File: config.mk
export PLATFORM = sky130hd
export DESIGN_NAME = flash_driver
export DESIGN_NICKNAME = d
export VERILOG_FILES = /design/src/hw/client_pkg.sv /design/src/hw/flash_pkg.sv /design/src/hw/flash_driver.sv
export SDC_FILE = /design/constraint.sdc
export NUM_CORES = 1
export LEC_CHECK = 0
export ABC_AREA = 1
export BUFFER_PORTS_ARGS = -buffer_cell sky130_fd_sc_hd__buf_2
export CAP_MARGIN = 20
export CORE_MARGIN = 5
export CORE_UTILIZATION = 35
export CTS_CLUSTER_SIZE = 16
export DETAILED_ROUTE_END_ITERATION = 8
export SYNTH_ARGS = -nofsm -noshare
export SYNTH_HDL_FRONTEND = slang
export SYNTH_SLANG_ARGS = --single-unit
File: constraint.sdc
create_clock -name clk -period 2.08 [get_ports clk]
set_input_delay 0.104 -clock clk [delete_from_list [all_inputs] [get_ports clk]]
set_output_delay 0.104 -clock clk [all_outputs]
set_load 0.05 [all_outputs]
File: src/hw/client_pkg.sv
// Client side definitions
//   operation type of a client request
//   default number of clients

`default_nettype none

package client_pkg;

	// One request from a client is one of these
	typedef enum logic [1:0] {
		OP_READ    = 2'd0,
		OP_PROGRAM = 2'd1,
		OP_ERASE   = 2'd2
	} op_e;

	localparam int DEFAULT_NUM_CLIENTS = 2;

endpackage

`default_nettype wire

File: src/hw/flash_pkg.sv
// Flash chip definitions shared by the driver and the flash model
//   data bus width
//   Intel/CFI command codes
//   status register ready bit

`default_nettype none

package flash_pkg;

	// Parallel data bus of the flash chip
	localparam int FLASH_DATA_W = 16;

	// CFI command words, written on the low byte of the bus
	localparam logic [FLASH_DATA_W-1:0] CMD_READ_ARRAY    = 16'h00FF;
	localparam logic [FLASH_DATA_W-1:0] CMD_PROGRAM       = 16'h0040;
	localparam logic [FLASH_DATA_W-1:0] CMD_ERASE_SETUP   = 16'h0020;
	localparam logic [FLASH_DATA_W-1:0] CMD_ERASE_CONFIRM = 16'h00D0;
	localparam logic [FLASH_DATA_W-1:0] CMD_READ_STATUS   = 16'h0070;

	// Set by the chip when the write state machine is idle
	localparam int SR_READY_BIT = 7;

endpackage

`default_nettype wire

File: src/hw/flash_driver.sv
// NOR flash driver
//   turns one read, program or erase command into CFI bus cycles
//   polls the status register until the chip is ready
//   reports completion with a one-cycle done pulse

`timescale 1ns/100ps
`default_nettype none

module flash_driver #(
	parameter int FLASH_ADDR_W = 22
) (
	input  wire logic                                clk,
	input  wire logic                                arst_n,
	input  wire logic                                cmd_valid,
	input  wire client_pkg::op_e                     cmd_op,
	input  wire logic [FLASH_ADDR_W-1:0]             cmd_addr,
	input  wire logic [flash_pkg::FLASH_DATA_W-1:0]  cmd_wdata,
	output logic                                     cmd_done,
	output logic [flash_pkg::FLASH_DATA_W-1:0]       cmd_rdata,
	output logic [FLASH_ADDR_W-1:0]                  flash_addr,
	output logic [flash_pkg::FLASH_DATA_W-1:0]       flash_dq_out,
	output logic                                     flash_dq_oe,
	output logic                                     flash_we_n,
	output logic                                     flash_oe_n,
	input  wire logic [flash_pkg::FLASH_DATA_W-1:0]  flash_dq_in
);
	import flash_pkg::*;
	import client_pkg::*;

	// One state per bus cycle
	typedef enum logic [3:0] {
		IDLE      = 4'd0,
		RD_WE     = 4'd1,
		RD_REC    = 4'd2,
		RD_OE     = 4'd3,
		W1_WE     = 4'd4,
		W1_REC    = 4'd5,
		W2_WE     = 4'd6,
		W2_REC    = 4'd7,
		SR_WE     = 4'd8,
		SR_REC    = 4'd9,
		SR_OE     = 4'd10,
		SR_SAMPLE = 4'd11,
		DONE      = 4'd12
	} state_e;

	state_e state;
	state_e state_next;

	// Program data or erase confirm, whichever follows the first write
	logic [FLASH_DATA_W-1:0] second_word;
	logic                    status_ready;

	assign status_ready = flash_dq_in[SR_READY_BIT];

	always_comb begin
		state_next = state;
		case (state)
			IDLE: begin
				if (cmd_valid) begin
					case (cmd_op)
						OP_READ:              state_next = RD_WE;
						OP_PROGRAM, OP_ERASE: state_next = W1_WE;
						// Unknown op completes at once so the client is not stuck
						default:              state_next = DONE;
					endcase
				end
			end
			RD_WE:     state_next = RD_REC;
			RD_REC:    state_next = RD_OE;
			RD_OE:     state_next = DONE;
			W1_WE:     state_next = W1_REC;
			W1_REC:    state_next = W2_WE;
			W2_WE:     state_next = W2_REC;
			W2_REC:    state_next = SR_WE;
			SR_WE:     state_next = SR_REC;
			SR_REC:    state_next = SR_OE;
			SR_OE:     state_next = SR_SAMPLE;
			// Busy chip means another full poll
			SR_SAMPLE: state_next = status_ready ? DONE : SR_WE;
			DONE:      state_next = IDLE;
			default:   state_next = IDLE;
		endcase
	end

	// Pin levels are a registered decode of the next state
	always_ff @(posedge clk or negedge arst_n) begin
		if (!arst_n) begin
			state       <= IDLE;
			flash_we_n  <= 1'b1;
			flash_oe_n  <= 1'b1;
			flash_dq_oe <= 1'b0;
			cmd_done    <= 1'b0;
		end else begin
			state       <= state_next;
			flash_we_n  <= !(state_next inside {RD_WE, W1_WE, W2_WE, SR_WE});
			flash_oe_n  <= !(state_next inside {RD_OE, SR_OE, SR_SAMPLE});
			// Bus stays driven through the we_n rising cycle for data hold
			flash_dq_oe <= state_next inside {RD_WE, RD_REC, W1_WE, W1_REC,
				W2_WE, W2_REC, SR_WE, SR_REC};
			cmd_done    <= (state_next == DONE);
		end
	end

	always_ff @(posedge clk) begin
		if (state == IDLE && cmd_valid) begin
			flash_addr  <= cmd_addr;
			second_word <= (cmd_op == OP_PROGRAM) ? cmd_wdata : CMD_ERASE_CONFIRM;
		end

		case (state_next)
			RD_WE:   flash_dq_out <= CMD_READ_ARRAY;
			W1_WE:   flash_dq_out <= (cmd_op == OP_PROGRAM) ? CMD_PROGRAM : CMD_ERASE_SETUP;
			W2_WE:   flash_dq_out <= second_word;
			SR_WE:   flash_dq_out <= CMD_READ_STATUS;
			default: flash_dq_out <= flash_dq_out;
		endcase

		// Array word on reads, last status word on program and erase
		if (state == RD_OE || state == SR_SAMPLE) begin
			cmd_rdata <= flash_dq_in;
		end
	end

endmodule

`default_nettype wire

-- Yosys cells after proc, flatten, opt, wreduce, memory -nomap -nowiden
Index checks and enable logic that the tools add are counted.
- flip-flop bits (word level): 78
- latch bits: 0
- RAM bits: 0
- bits in read-only memories: 0
- bits of input ports: 59
- word-level logic and storage cells: 50
- memories: 0
- add/sub/neg operators: 0
- multiply operators: 0
- div/mod/pow operators: 0
- $lt $le $gt $ge: 0
- eq/ne operators: 25
- shifts and indexed selects: 0
- muxes and demuxes: 6
- bitwise gates (word level): 0
- reductions and logical operators: 10
- operators by type and width (kind ; number):
    case mux 16 bit (4 select lines) ; 1
    case mux 4 bit (12 select lines) ; 1
    equality test 4 bit (second input constant) ; 9
    equality test 4 x 3 -> 1 bit (second input constant) ; 8
    equality test 4 x 2 -> 1 bit (second input constant) ; 4
    equality test 4 x 1 -> 1 bit (second input constant) ; 2
    case mux 4 bit (2 select lines) ; 1
    nonzero test 8 bit ; 1
    two-way mux 7 bit ; 1
    zero test 4 bit ; 1
    two-way mux 4 bit ; 1
    nonzero test 4 bit ; 1
    two-way mux 3 bit ; 1
    nonzero test 3 bit ; 1
    equality test 2 x 1 -> 1 bit (second input constant) ; 1
    equality test 2 bit (second input constant) ; 1
    zero test 1 bit ; 2
    zero test 2 bit ; 1
    OR reduction 2 bit ; 1
    logical AND 1 bit ; 1
    logical OR 1 bit ; 1

-- Depth between registers and ports, before layout
- depth after elaboration: 8
- gate-level depth with buffers: 10
- gate-level depth less buffers: 10

-- Worst setup path after synthesis
No wires, ideal clock.
- kind: reg2reg
- start point: register state[3]
- end point: register flash_dq_out[0] (netlist bit) (enable)
- arrival: 1.524 ns
- path slack: 0.181 ns
- cell stages (with the launch flop): 7
- cells stage by stage: dfrtp_1 > nor2_1 > and2_4 > nand2_2 > nand3_4 > nand3_2 > nand3_1
- cells in the longest elaborated chain, start to end: 4
- RTL lines (element ; line ; source):
    start: declaration ; flash_driver.sv:47 ; state_e state;
    start signal: assignment ; flash_driver.sv:95 ; state <= state_next;
    equality test 4 bit (tied with other cells) ; flash_driver.sv:58 ; case (state)
    case mux 4 bit (12 select lines) (*) ; flash_driver.sv:58 ;
    named net state_next[3] ; flash_driver.sv:48 ; state_e state_next;
    equality test 4 x 3 -> 1 bit (tied with other cells) ; flash_driver.sv:111 ; case (state_next)
    nonzero test 4 bit (no source line) (*) ; - ;
    end signal: assignment ; flash_driver.sv:113 ; W1_WE: flash_dq_out <= (cmd_op == OP_PROGRAM) ? CMD_PROGRAM : CMD_ERASE_SETUP;
    end signal: assignment ; flash_driver.sv:114 ; W2_WE: flash_dq_out <= second_word;
    end signal: assignment ; flash_driver.sv:116 ; default: flash_dq_out <= flash_dq_out;
    end: declaration ; flash_driver.sv:21 ; output logic [flash_pkg::FLASH_DATA_W-1:0] flash_dq_out,
The timed path passes the listed nets; every way through them passes the cells marked *.
A chain may end at the register's enable or synchronous reset.

-- Worst setup path after layout
- start point: register state[2]
- end point: register flash_dq_out[14] (netlist bit) (enable)
The elaborated chain is that of the path after synthesis.

==> run metrics <==
via count 2024; Int Pwr 3400 uW; drt first pass iters 4; DRC 0; Clk pwr share 16.2%; Worst VDD drop 0.000480 V; critical path's largest stage delay 450 ps; Hold-fix buffers, CTS 40; Sequential Power Share 40.1%; largest net degree at the start of global routing 39; NetSw 2700 uW; sequential fraction of the synthesis area 78.6%; DR iter-0 viols 51; #FFs+latches synth 78; status finished, final reports clean; dpl cells 432; unrepaired setup endpoints after global routing false; ranking of synthesized cells by area edfxtp_1 72%, dfrtp_1 5.1%, inv_1 4.3%; worst-path cell chain nor2_1, nand4_1, nand2_4, inv_2, nor2_4, nand2_4, nand3_1, buf_12; routed len/inst 13.1 um; Std-Cell Core Area 8180 um2; final antenna-violating net count 0; Die Ht 102 um; Yosys cell types 22; Leak 0.00186 uW; n_diodes 0; Die W 102 um; Worst-Skew Late Latency 340 ps; # resized after CTS 0; cell count after synthesis 209; Fmax achieved 544 MHz; initial antenna violation count 0; clk_skew 10.1 ps; worst-path fanout max 16; Avg Inst Size Synth 14.0 um2; Layout Nets 437; combinational power share 43.7%; CP max stage cell dfrtp_1; Ports 117; worst-margin pin slew 565 ps; CTS tree built; Yosys Warn Count 0; CTS max path bufs 2; Final Cycle Share 88.4%; Vias/cell 4.15; Min Hold Slack 21.0 ps; MaxCap Viol Count 0; Power Dens Cells 1430 nW/um2; initial core utilization 35.9%; area added between synthesis and finish 45.3%; Setup TNS 0 ps; DP Wirelength 4550 um; Slew HR 62.3%; critical path class reg2reg; final non-filler cell total 488; max-slew violations 0; CTS root buf clkbuf_8; worst min path class in2reg; crit path launch type flip-flop; Die ar. 10300 um2; share of the synthesized area in the top cell type 71.6%; Global Route Usage Sum 12.8%; crit path capture type flip-flop; Switching Share 44.3%; count of buffers from port buffering 116; global-route wire length before repair 9970 um; total CTS buffers 9; Synth area leader edfxtp_1; critical path arrival 1900 ps; Crit path required time 2140 ps; FILL cells 748; htree depth 3; setup violators final 0; vias in the first global route 2196; final critical-path required period 1840 ps; Fin. Hold Viols 0; GRT Residual Overflow 0; net count after synthesis 268; post-CTS setup buffer count 0; Sink Count 78; share of cells above drive strength 1 42.8%; clk slew on worst S/H paths 80 ps; GP Congestion 0.835; DRT Wirelength 6420 um; Synth Cell Area 2930 um2; CP dominant cell by count nand2_4; row cnt 33
worst paths after layout:
| kind | cells past startpoint | end | slack [ps] | from |
|---|---|---|---|---|
| max reg2reg | 8 | flash_dq_out[14] | 240 | state[2] |
| min in group asynchronous | 2 | state[0] | 140 | arst_n |
| max in group asynchronous | 2 | flash_oe_n | 1680 | arst_n |
| min reg2reg | 2 | flash_dq_out[4] | 540 | second_word[4] |
| min | 2 | second_word[6] | 20 | cmd_wdata[6] |
| max | 8 | flash_dq_out[14] | 240 | state[2] |
worst max-delay path: cells and delay by family (launching register included):
family,cells,cell delay [ps]
simple gates,6,880
flops,1,450
buf+inv,2,220
stage by stage:
step	util, %	total power, uW	area, um2	setup WS [ps]
after detailed placement	45.1	5120	3690	258
after global routing	52.1	6420	4260	124
after global placement	45.1	5100	3690	236
after floorplan	-	4400	2930	181
final	52.1	6090	4260	241
after CTS	52.1	6170	4260	242
cell type report:
type                    instances  area (um2)  share of cell area, %
clock buffers                   9         124                   2.91
clock inverters                 7        48.8                   1.14
inverters                      39         146                   3.43
multi-input cells              91         479                   11.2
flip-flops and latches         78        2300                   54.1
well taps                     105         131                   3.08
repair buffers                159        1030                   24.1
synthesized netlist by cell type:
master      n
a211oi_1    1
and2_4      1
clkbuf_1    1
dfrtp_1     6
dfstp_2     2
edfxtp_1   70
inv_1      34
inv_2       5
nand2_1    23
nand2_2     9
nand2_4     2
nand2_8     1
nand3_1     9
nand3_2     1
nand3_4     1
nand4_1     1
nor2_1     28
nor2_2      5
nor2_4      1
o2111ai_1   2
o21ai_0     3
or2_2       3
per-layer routing:
metal / track usage, % / up-vias / wire [um]
li1: - / 1031 / -
met1: 14.6 / 894 / 2700
met2: 21.3 / 88 / 2980
met3: 4.41 / 11 / 580
met4: 6.95 / 0 / 160
met5: 0 / - / 0
kinds of logic after synthesis:
group	count (synthesis)	share of synthesized area [%]
buffers and inverters	40	5.12
DFF	78	78.6
and+or+nand+nor	85	15.0
AOI/OAI and AO/OA	6	1.36
state kept, by name (all words and copies together) (netlist names):
name / count
flash_addr: 22
cmd_rdata: 16
flash_dq_out: 16
second_word: 16
state: 4
cmd_done: 1
flash_dq_oe: 1
flash_oe_n: 1
flash_we_n: 1
power groups by stage:
stage | Combinational [uW] | Clock, uW | Sequential, uW
floorplan | 870 | 0 | 3530
global placement | 2620 | 0 | 2470
detailed placement | 2630 | 0 | 2480
CTS | 2690 | 1030 | 2450
global route | 2840 | 1090 | 2490
finish | 2660 | 988 | 2440
cells in the final DEF (no fill, tap or decap), types with 2 or more instances in the layout:
cell and n:
clkbuf_8 9, buf_2 116, inv_6 2, or2_2 3, o21ai_0 3, dfstp_2 2, edfxtp_1 70, clkinvlp_4 2
nand2_4 2, nand2_2 9, nand3_1 9, o2111ai_1 2, inv_1 34, dfrtp_1 6, clkinv_1 2, inv_2 5
buf_12 2, nor2_2 5, nand2_1 23, dlygate4sd3_1 40, nor2_1 28
(Power assumes the default switching activity.)
